$ cat config.mk
export PLATFORM = sky130hd
export DESIGN_NAME = mvt_top
export DESIGN_NICKNAME = d
export VERILOG_FILES = /design/src/mvt_pkg.sv /design/src/mvt_out_if.sv /design/src/kernel_ram.sv /design/src/mvt_core.sv /design/src/xor_fold.sv /design/src/mvt_top.sv
export SDC_FILE = /design/constraint.sdc
export NUM_CORES = 2
export LEC_CHECK = 0
export ABC_AREA = 1
export BUFFER_PORTS_ARGS = -buffer_cell sky130_fd_sc_hd__buf_4
export CAP_MARGIN = 15
export CORE_UTILIZATION = 50
export CTS_CLUSTER_DIAMETER = 100
export DETAILED_ROUTE_END_ITERATION = 8
export GPL_TIMING_DRIVEN = 0
export PLACE_DENSITY = 0.65
export SYNTH_ARGS = -nofsm -noshare
export SYNTH_HDL_FRONTEND = slang
export SYNTH_HIERARCHICAL = 1
export SYNTH_SLANG_ARGS = --single-unit
export TNS_END_PERCENT = 1
$ cat constraint.sdc
create_clock -name ap_clk -period 13.45 [get_ports ap_clk]
set_clock_uncertainty 0.2 [all_clocks]
set_input_delay 2.0175 -clock ap_clk [delete_from_list [all_inputs] [get_ports ap_clk]]
set_output_delay 2.0175 -clock ap_clk [all_outputs]
set_load 0.03 [all_outputs]
$ cat src/mvt_pkg.sv
`default_nettype none

package mvt_pkg;

    // ####################################################################
    // data path
    // ####################################################################

    // one matrix or vector element
    typedef logic [31:0] word_t;

    // ####################################################################
    // load port select
    // ####################################################################

    // codes below the partition factor pick an A bank
    localparam int MEM_SEL_W = 4;

    localparam logic [MEM_SEL_W-1:0] SEL_X1 = 4'd12;
    localparam logic [MEM_SEL_W-1:0] SEL_X2 = 4'd13;
    localparam logic [MEM_SEL_W-1:0] SEL_Y1 = 4'd14;
    localparam logic [MEM_SEL_W-1:0] SEL_Y2 = 4'd15;

    // ####################################################################
    // output signature
    // ####################################################################

    localparam int FOLD_W = 4;

endpackage

`default_nettype wire

$ cat src/mvt_out_if.sv
`timescale 1ns/1ps
`default_nettype none

// result streams from the core to the output fold
interface mvt_out_if
    import mvt_pkg::*;
();

    word_t x1_out_din;
    logic  x1_out_write;
    word_t x2_out_din;
    logic  x2_out_write;

    // core side
    modport producer (
        output x1_out_din,
        output x1_out_write,
        output x2_out_din,
        output x2_out_write
    );

    // fold side, no back-pressure
    modport consumer (
        input x1_out_din,
        input x1_out_write,
        input x2_out_din,
        input x2_out_write
    );

endinterface

`default_nettype wire

$ cat src/kernel_ram.sv
`timescale 1ns/1ps
`default_nettype none

module kernel_ram
    import mvt_pkg::*;
#(
    parameter int DEPTH = 16,
    localparam int AW = (DEPTH > 1) ? $clog2(DEPTH) : 1
)
(
    input  logic          ap_clk,
    input  logic          rst,

    // load side
    input  logic          we,
    input  logic [AW-1:0] waddr,
    input  word_t         wdata,

    // kernel read side
    input  logic          en,
    input  logic [AW-1:0] addr,
    output word_t         dout
);

    // storage, contents survive reset
    word_t mem [DEPTH];

    // ####################################################################
    // write port
    // ####################################################################

    always_ff @(posedge ap_clk)
    begin
        if (we)
        begin
            mem[waddr] <= wdata;
        end
    end

    // ####################################################################
    // registered read port
    // ####################################################################

    // data shows up one cycle after en
    always_ff @(posedge ap_clk)
    begin
        if (rst)
        begin
            dout <= '0;
        end
        else if (en)
        begin
            dout <= mem[addr];
        end
    end

endmodule

`default_nettype wire

$ cat src/mvt_core.sv
`timescale 1ns/1ps
`default_nettype none

module mvt_core
    import mvt_pkg::*;
#(
    parameter int MATRIX_DIM = 4,
    parameter int PARTITION_FACTOR = 2,
    localparam int BANK_DEPTH = MATRIX_DIM * MATRIX_DIM / PARTITION_FACTOR,
    localparam int BANK_AW = (BANK_DEPTH > 1) ? $clog2(BANK_DEPTH) : 1,
    localparam int VEC_AW = (MATRIX_DIM > 1) ? $clog2(MATRIX_DIM) : 1
)
(
    input  logic                        ap_clk,
    input  logic                        rst,
    input  logic                        ap_start,
    output logic                        ap_done,
    output logic                        ap_idle,

    output logic [PARTITION_FACTOR-1:0] a_en,
    output logic [BANK_AW-1:0]          a_addr,
    input  word_t                       a_dout [PARTITION_FACTOR],

    output logic                        x1_en,
    output logic [VEC_AW-1:0]           x1_addr,
    input  word_t                       x1_dout,
    output logic                        x2_en,
    output logic [VEC_AW-1:0]           x2_addr,
    input  word_t                       x2_dout,
    output logic                        y1_en,
    output logic [VEC_AW-1:0]           y1_addr,
    input  word_t                       y1_dout,
    output logic                        y2_en,
    output logic [VEC_AW-1:0]           y2_addr,
    input  word_t                       y2_dout,

    mvt_out_if.producer                 res
);

    // step counts one past the last column for the drain cycle
    localparam int CNT_W = $clog2(MATRIX_DIM + 1);
    localparam int BSW = (PARTITION_FACTOR > 1) ? $clog2(PARTITION_FACTOR) : 1;

    localparam logic [1:0] S_IDLE  = 2'd0;
    localparam logic [1:0] S_PH_X1 = 2'd1;
    localparam logic [1:0] S_PH_X2 = 2'd2;
    localparam logic [1:0] S_DONE  = 2'd3;

    logic [1:0]        state;
    logic [VEC_AW-1:0] idx;
    logic [CNT_W-1:0]  step;
    logic              busy;
    logic              issue;
    logic              step_end;
    logic              idx_end;
    logic [CNT_W-1:0]  row;
    logic [CNT_W-1:0]  col;
    logic [BSW-1:0]    bank_idx;

    // read pipeline one stage behind the issue
    logic              rd_valid;
    logic              rd_first;
    logic              rd_last;
    logic              rd_x2;
    logic [BSW-1:0]    bank_q;
    word_t             acc;
    word_t             acc_next;
    word_t             x1_res_q;
    word_t             x2_res_q;
    logic              x1_wr_q;
    logic              x2_wr_q;

    // ####################################################################
    // control FSM and counters
    // ####################################################################

    assign busy     = (state == S_PH_X1) || (state == S_PH_X2);
    assign step_end = (step == CNT_W'(MATRIX_DIM));
    assign idx_end  = (idx == VEC_AW'(MATRIX_DIM - 1));
    assign issue    = busy && !step_end;

    always_ff @(posedge ap_clk)
    begin
        if (rst)
        begin
            state <= S_IDLE;
            idx   <= '0;
            step  <= '0;
        end
        else
        begin
            case (state)
                S_IDLE:
                begin
                    idx  <= '0;
                    step <= '0;
                    if (ap_start)
                    begin
                        state <= S_PH_X1;
                    end
                end
                S_PH_X1, S_PH_X2:
                begin
                    if (!step_end)
                    begin
                        step <= step + 1'b1;
                    end
                    else
                    begin
                        step <= '0;
                        if (idx_end)
                        begin
                            idx   <= '0;
                            state <= (state == S_PH_X1) ? S_PH_X2 : S_DONE;
                        end
                        else
                        begin
                            idx <= idx + 1'b1;
                        end
                    end
                end
                default:
                begin
                    state <= S_IDLE;
                end
            endcase
        end
    end

    // done lines up with the final x2 strobe
    assign ap_done = (state == S_DONE);
    assign ap_idle = (state == S_IDLE);

    // ####################################################################
    // address generation
    // ####################################################################

    // x1 walks a row and x2 walks a column
    assign row = (state == S_PH_X2) ? step : CNT_W'(idx);
    assign col = (state == S_PH_X2) ? CNT_W'(idx) : step;

    assign bank_idx = BSW'(row % PARTITION_FACTOR);
    assign a_addr   = BANK_AW'((row / PARTITION_FACTOR) * MATRIX_DIM + col);

    always_comb
    begin
        a_en = '0;
        if (issue)
        begin
            a_en[bank_idx] = 1'b1;
        end
    end

    // x seeds the sum and is read with the first element
    assign x1_en   = issue && (state == S_PH_X1) && (step == '0);
    assign x1_addr = idx;
    assign x2_en   = issue && (state == S_PH_X2) && (step == '0);
    assign x2_addr = idx;
    assign y1_en   = issue && (state == S_PH_X1);
    assign y1_addr = VEC_AW'(col);
    assign y2_en   = issue && (state == S_PH_X2);
    assign y2_addr = VEC_AW'(row);

    // ####################################################################
    // multiply-accumulate
    // ####################################################################

    always_ff @(posedge ap_clk)
    begin
        if (rst)
        begin
            rd_valid <= 1'b0;
            rd_first <= 1'b0;
            rd_last  <= 1'b0;
            rd_x2    <= 1'b0;
            bank_q   <= '0;
        end
        else
        begin
            rd_valid <= issue;
            rd_first <= issue && (step == '0);
            rd_last  <= issue && (step == CNT_W'(MATRIX_DIM - 1));
            rd_x2    <= (state == S_PH_X2);
            bank_q   <= bank_idx;
        end
    end

    // wraps modulo 2^32
    always_comb
    begin
        acc_next = rd_x2 ? a_dout[bank_q] * y2_dout : a_dout[bank_q] * y1_dout;
        if (rd_first)
        begin
            acc_next = acc_next + (rd_x2 ? x2_dout : x1_dout);
        end
        else
        begin
            acc_next = acc_next + acc;
        end
    end

    // each stream holds its own last result
    always_ff @(posedge ap_clk)
    begin
        if (rd_valid)
        begin
            acc <= acc_next;
        end
        if (rd_valid && rd_last && !rd_x2)
        begin
            x1_res_q <= acc_next;
        end
        if (rd_valid && rd_last && rd_x2)
        begin
            x2_res_q <= acc_next;
        end
    end

    always_ff @(posedge ap_clk)
    begin
        if (rst)
        begin
            x1_wr_q <= 1'b0;
            x2_wr_q <= 1'b0;
        end
        else
        begin
            x1_wr_q <= rd_valid && rd_last && !rd_x2;
            x2_wr_q <= rd_valid && rd_last && rd_x2;
        end
    end

    assign res.x1_out_din   = x1_res_q;
    assign res.x1_out_write = x1_wr_q;
    assign res.x2_out_din   = x2_res_q;
    assign res.x2_out_write = x2_wr_q;

endmodule

`default_nettype wire

$ cat src/xor_fold.sv
`timescale 1ns/1ps
`default_nettype none

module xor_fold
    import mvt_pkg::*;
(
    input  logic              ap_clk,
    input  logic              rst,
    mvt_out_if.consumer       res,
    output logic [FOLD_W-1:0] data_out,
    output logic              data_valid
);

    logic [7:0] x1_byte;
    logic [7:0] x2_byte;
    logic       x1_v1;
    logic       x2_v1;
    logic [7:0] mix;
    logic       v2;

    // ####################################################################
    // stage 1: bytes of each word
    // ####################################################################

    always_ff @(posedge ap_clk)
    begin
        x1_byte <= res.x1_out_din[7:0] ^ res.x1_out_din[15:8]
                 ^ res.x1_out_din[23:16] ^ res.x1_out_din[31:24];
        x2_byte <= res.x2_out_din[7:0] ^ res.x2_out_din[15:8]
                 ^ res.x2_out_din[23:16] ^ res.x2_out_din[31:24];
    end

    // ####################################################################
    // stage 2: pick the live stream
    // ####################################################################

    // both live would be xored, core never does that
    always_ff @(posedge ap_clk)
    begin
        case ({x1_v1, x2_v1})
            2'b10:   mix <= x1_byte;
            2'b01:   mix <= x2_byte;
            2'b11:   mix <= x1_byte ^ x2_byte;
            default: mix <= '0;
        endcase
    end

    // ####################################################################
    // stage 3: nibble fold
    // ####################################################################

    always_ff @(posedge ap_clk)
    begin
        data_out <= mix[7:4] ^ mix[3:0];
    end

    // valid pipe, three cycles behind the strobes
    always_ff @(posedge ap_clk)
    begin
        if (rst)
        begin
            x1_v1      <= 1'b0;
            x2_v1      <= 1'b0;
            v2         <= 1'b0;
            data_valid <= 1'b0;
        end
        else
        begin
            x1_v1      <= res.x1_out_write;
            x2_v1      <= res.x2_out_write;
            v2         <= x1_v1 | x2_v1;
            data_valid <= v2;
        end
    end

endmodule

`default_nettype wire

$ cat src/mvt_top.sv
`timescale 1ns/1ps
`default_nettype none

module mvt_top
    import mvt_pkg::*;
#(
    parameter int MATRIX_DIM = 4,
    parameter int PARTITION_FACTOR = 2,
    localparam int BANK_DEPTH = MATRIX_DIM * MATRIX_DIM / PARTITION_FACTOR,
    localparam int BANK_AW = (BANK_DEPTH > 1) ? $clog2(BANK_DEPTH) : 1,
    localparam int VEC_AW = (MATRIX_DIM > 1) ? $clog2(MATRIX_DIM) : 1
)
(
    input  logic                 ap_clk,
    input  logic                 rst,
    input  logic                 ap_start,
    output logic                 ap_done,
    output logic                 ap_idle,

    // memory load port, honoured only while idle
    input  logic                 load_we,
    input  logic [MEM_SEL_W-1:0] load_sel,
    input  logic [BANK_AW-1:0]   load_addr,
    input  word_t                load_data,

    output logic [FOLD_W-1:0]    data_out,
    output logic                 data_valid
);

    logic                        load_ok;
    logic [PARTITION_FACTOR-1:0] a_we;
    logic [PARTITION_FACTOR-1:0] a_en;
    logic [BANK_AW-1:0]          a_addr;
    word_t                       a_dout [PARTITION_FACTOR];
    logic                        x1_en;
    logic [VEC_AW-1:0]           x1_addr;
    word_t                       x1_dout;
    logic                        x2_en;
    logic [VEC_AW-1:0]           x2_addr;
    word_t                       x2_dout;
    logic                        y1_en;
    logic [VEC_AW-1:0]           y1_addr;
    word_t                       y1_dout;
    logic                        y2_en;
    logic [VEC_AW-1:0]           y2_addr;
    word_t                       y2_dout;

    mvt_out_if res_if ();

    assign load_ok = load_we && ap_idle;

    // ####################################################################
    // A banks, row r lives in bank r mod PARTITION_FACTOR
    // ####################################################################

    for (genvar b = 0; b < PARTITION_FACTOR; b++)
    begin : g_a_bank
        assign a_we[b] = load_ok && (load_sel == MEM_SEL_W'(b));

        kernel_ram #(.DEPTH(BANK_DEPTH)) i_a_ram (
            .ap_clk (ap_clk),
            .rst    (rst),
            .we     (a_we[b]),
            .waddr  (load_addr),
            .wdata  (load_data),
            .en     (a_en[b]),
            .addr   (a_addr),
            .dout   (a_dout[b])
        );
    end

    // ####################################################################
    // vector RAMs
    // ####################################################################

    kernel_ram #(.DEPTH(MATRIX_DIM)) i_x1_ram (
        .ap_clk (ap_clk), .rst (rst),
        .we     (load_ok && (load_sel == SEL_X1)),
        .waddr  (load_addr[VEC_AW-1:0]), .wdata (load_data),
        .en     (x1_en), .addr (x1_addr), .dout (x1_dout)
    );

    kernel_ram #(.DEPTH(MATRIX_DIM)) i_x2_ram (
        .ap_clk (ap_clk), .rst (rst),
        .we     (load_ok && (load_sel == SEL_X2)),
        .waddr  (load_addr[VEC_AW-1:0]), .wdata (load_data),
        .en     (x2_en), .addr (x2_addr), .dout (x2_dout)
    );

    kernel_ram #(.DEPTH(MATRIX_DIM)) i_y1_ram (
        .ap_clk (ap_clk), .rst (rst),
        .we     (load_ok && (load_sel == SEL_Y1)),
        .waddr  (load_addr[VEC_AW-1:0]), .wdata (load_data),
        .en     (y1_en), .addr (y1_addr), .dout (y1_dout)
    );

    kernel_ram #(.DEPTH(MATRIX_DIM)) i_y2_ram (
        .ap_clk (ap_clk), .rst (rst),
        .we     (load_ok && (load_sel == SEL_Y2)),
        .waddr  (load_addr[VEC_AW-1:0]), .wdata (load_data),
        .en     (y2_en), .addr (y2_addr), .dout (y2_dout)
    );

    // ####################################################################
    // kernel and output fold
    // ####################################################################

    mvt_core #(
        .MATRIX_DIM       (MATRIX_DIM),
        .PARTITION_FACTOR (PARTITION_FACTOR)
    ) i_core (
        .ap_clk   (ap_clk),   .rst      (rst),
        .ap_start (ap_start), .ap_done  (ap_done),  .ap_idle (ap_idle),
        .a_en     (a_en),     .a_addr   (a_addr),   .a_dout  (a_dout),
        .x1_en    (x1_en),    .x1_addr  (x1_addr),  .x1_dout (x1_dout),
        .x2_en    (x2_en),    .x2_addr  (x2_addr),  .x2_dout (x2_dout),
        .y1_en    (y1_en),    .y1_addr  (y1_addr),  .y1_dout (y1_dout),
        .y2_en    (y2_en),    .y2_addr  (y2_addr),  .y2_dout (y2_dout),
        .res      (res_if.producer)
    );

    xor_fold i_fold (
        .ap_clk     (ap_clk),
        .rst        (rst),
        .res        (res_if.consumer),
        .data_out   (data_out),
        .data_valid (data_valid)
    );

endmodule

`default_nettype wire

==> flow_metrics.py <==
metrics = {
    "sta": {
        "max_slew_margin_pct": 13.3,
        "rsz0062_at_grt": "false",
        "timing.fmax_mhz": 84.6,
        "setup_viol": 0,
        "min_period_ns": 11.82,
        "timing.hold.ws_ns": 0.203,
        "timing.final.crit_share_pct": 87.8,
        "hold_violations": 0,
        "slew_viol_final": 0,
        "fin_setup_tns_ns": 0,
        "tightest_slew_ns": 1.30,
    },
    "cts": {
        "clock_path_buffers": 3,
        "postCtsSetupBuffers": 0,
        "clk_pin_slew_worst_paths_ns": 0.06,
        "cts_max_level": 4,
        "clk-insertion-delay-late_ns": 0.78,
        "holdBufCountCts": 0,
        "cts-root-buf": "clkbuf_16",
        "cts_buffers": 141,
        "cts_tree": "built",
        "cts_resized": 0,
        "cts.sinks": 1358,
    },
    "critical_path": {
        "cpLargestDelayFamily": "adder cells",
        "cp.arrival_ns": 12.18,
        "critPathBufInv": 5,
        "endpoint_kind": "flop",
        "worstReg2RegEnd": "i_core/res.x2_out_din[30]$_DFFE_PP_",
        "crit_type": "flop to flop",
        "critPathMaxFanout": 10,
        "crit_path_end": "i_core/res.x2_out_din[30]$_DFFE_PP_",
        "critPathLaunch": "i_core/bank_q$_SDFF_PP0_",
        "cp-start-kind": "flop",
        "crit_top_cell": "fa_1",
        "slowest_delay_ns": 0.89,
        "critical_path_depth": 32,
        "rrSetupSlack_ns": 1.63,
        "critPathSlowestCell": "buf_1",
        "crit_required_ns": 13.81,
        "reg2reg_depth": 32,
        "reg2reg_from": "i_core/bank_q$_SDFF_PP0_",
    },
    "die": {
        "ios": 50,
        "fp.dieW_um": 421,
        "start_util_pct": 50.4,
        "num_rows": 153,
        "die_h_um": 421,
        "core_mm2": 0.174,
        "die-area_mm2": 0.177,
    },
    "power": {
        "clkPwrFrac_pct": 18.8,
        "comb_power_share_pct": 54.8,
        "p_switching_uw": 10200,
        "p_sw_share_pct": 49.6,
        "seq_power_share_pct": 26.5,
        "intPower_uw": 10300,
        "finalPower_uw": 20500,
        "power.density_mw_per_mm2": 211,
        "p_leak_uw": 0.0431,
        "peakVddDrop_v": 0.000235,
    },
    "cells_and_area": {
        "fin_nets": 10844,
        "drive_gt1_share_pct": 6.17,
        "nFillCells": 15514,
        "area_growth_syn_to_layout_pct": 10.6,
        "layout.cells.non_filler": 12139,
    },
    "run": {
        "cap_violations": 0,
    },
    "grt": {
        "antenna_found_initial": 6,
        "grt_pass1_wl_um": 425000,
        "grt_use_total_pct": 32.8,
        "grt_overflow": 0,
        "grt_pass1_vias": 64620,
        "grt_start_max_net_pins": 33,
    },
    "place": {
        "numPortBuffers": 49,
        "place_congestion": 0.998,
        "dp.final_hpwl_um": 221000,
        "dp.cells": 11877,
    },
    "synth": {
        "syn_inst": 9427,
        "synthArstFlopShare_pct": 0,
        "synth_ff_type": "edfxtp_1",
        "synth-seq-cells": 1358,
        "synth_edf_count": 1120,
        "syn_area_per_cell_um2": 9.32,
        "syn_nets": 10574,
        "yosysWarnings": 6,
        "ys_types": 53,
        "netlist_area_mm2": 0.0878,
        "ys_seq_area_share_pct": 43.7,
    },
    "drt": {
        "drc": 0,
        "drtPass1Iterations": 7,
        "wire_per_inst_um": 24.0,
        "vias": 66071,
        "drtIter0Drc": 6893,
        "drt_wl_total_um": 291000,
        "ant_nets": 0,
        "vias_per_cell": 5.44,
    },
    "min_path": {
        "hold_start": "i_fold/v2$_SDFF_PP0_",
        "hold_class": "flop to flop",
    },
    "outcome": {
        "status": "finished, final reports clean",
    },
}
[how the worst min path moves through the flow]
stage / to / cells after the start / slack (ns)
6_report: i_fold/data_valid$_SDFF_PP0_ / 2 / 0.20
3_3_place_gp: i_fold/data_valid$_SDFF_PP0_ / 2 / 0.19
2_1_floorplan: i_fold/data_valid$_SDFF_PP0_ / 2 / 0.19
3_5_place_dp: i_fold/data_valid$_SDFF_PP0_ / 2 / 0.20
5_1_grt: i_fold/data_valid$_SDFF_PP0_ / 2 / 0.22
4_1_cts: i_fold/data_valid$_SDFF_PP0_ / 2 / 0.20
[worst min-delay path, stage by stage, from the launching register on]
cell	delay, ns
dfxtp_1	0.30
inv_1	0.04
nor2_1	0.03
[kinds of logic after synthesis]
family / share of synthesized area, %
multiplexers: 0.0228
AO/OA/AOI/OAI: 4.41
AND/OR/NAND/NOR: 18.3
buffers and inverters: 9.79
flip-flops: 43.7
XOR/XNOR: 1.05
adder cells (fa/ha/maj): 22.7
[state kept, by name (all words and copies together) (netlist names), 2 cells and up]
signal                 cells
i_x2_ram/mem             128
i_core/acc                32
i_fold/mix                 8
i_x1_ram/dout             32
i_core/state               2
i_core/res.x1_out_din     32
i_x1_ram/mem             128
i_core/step                3
i_x2_ram/dout             32
g_a_bank.i_a_ram/mem     512
i_fold/data_out            4
i_core/res.x2_out_din     32
i_y1_ram/mem             128
g_a_bank.i_a_ram/dout     64
i_y2_ram/dout             32
i_fold/x1_byte             8
i_core/x1_addr             2
i_fold/x2_byte             8
i_y2_ram/mem             128
i_y1_ram/dout             32
[per-stage QoR]
stage	setup WS, ns	util [%]	instance area, µm²
floorplan	4.78	-	87800
CTS	1.93	55.7	97100
finish	1.63	55.7	97100
global placement	1.61	52.3	91100
detailed placement	2.00	53.1	92500
global route	1.29	55.7	97100
[placed cells by master (no fill, tap or decap), types with 129 or more instances in the layout]
master        n
nand2_1    2392
inv_1      1688
edfxtp_1   1120
fa_1        817
nand3_1     766
nor2_1      685
a21oi_1     309
o21ai_0     289
ha_1        287
clkbuf_1    265
dfxtp_1     238
clkbuf_16   142
buf_2       129
[synthesized netlist by cell type (39+ instances only)]
master	number	area, µm²
a21oi_1	309	1550
o21ai_0	291	1460
buf_1	41	154
nor2_1	701	2630
clkbuf_1	222	833
nand3_1	766	3830
buf_2	129	646
nand2_1	2392	8980
fa_1	817	16400
xnor2_1	51	447
ha_1	287	3590
a31oi_1	39	244
inv_1	1688	6340
xor2_1	52	455
edfxtp_1	1120	33600
dfxtp_1	238	4760
[routing by layer]
metal  up-vias  part of all wire [%]  wire [µm]  track usage, %
li1      30010                     -          -               -
met1     32501                    40     116000            43.9
met2      2969                    46     133000            52.0
met3       591                   8.6      25100            5.71
met4         0                   5.6      16300            15.8
met5         -                     0          0               0
[final cells by class]
type	instances	area [µm²]	area share, %
Inverter	1737	6520	6.71
Antenna cell	3	7.51	0.00773
Tap cell	2325	2910	3.00
Clock inverter	67	808	0.832
Clock buffer	190	3780	3.90
Sequential cell	1358	38400	39.5
Timing Repair Buffer	127	1560	1.60
Multi-Input combinational cell	5894	41100	42.3
Buffer	438	2080	2.14
[power groups by stage]
stage / clock network [µW] / registers (µW) / logic (µW)
finish: 3850 / 5430 / 11200
global route: 4070 / 5450 / 11900
CTS: 3910 / 5420 / 11000
detailed placement: 0 / 5510 / 10900
global placement: 0 / 5510 / 10700
floorplan: 0 / 5430 / 6140
(Power assumes the default switching activity.)
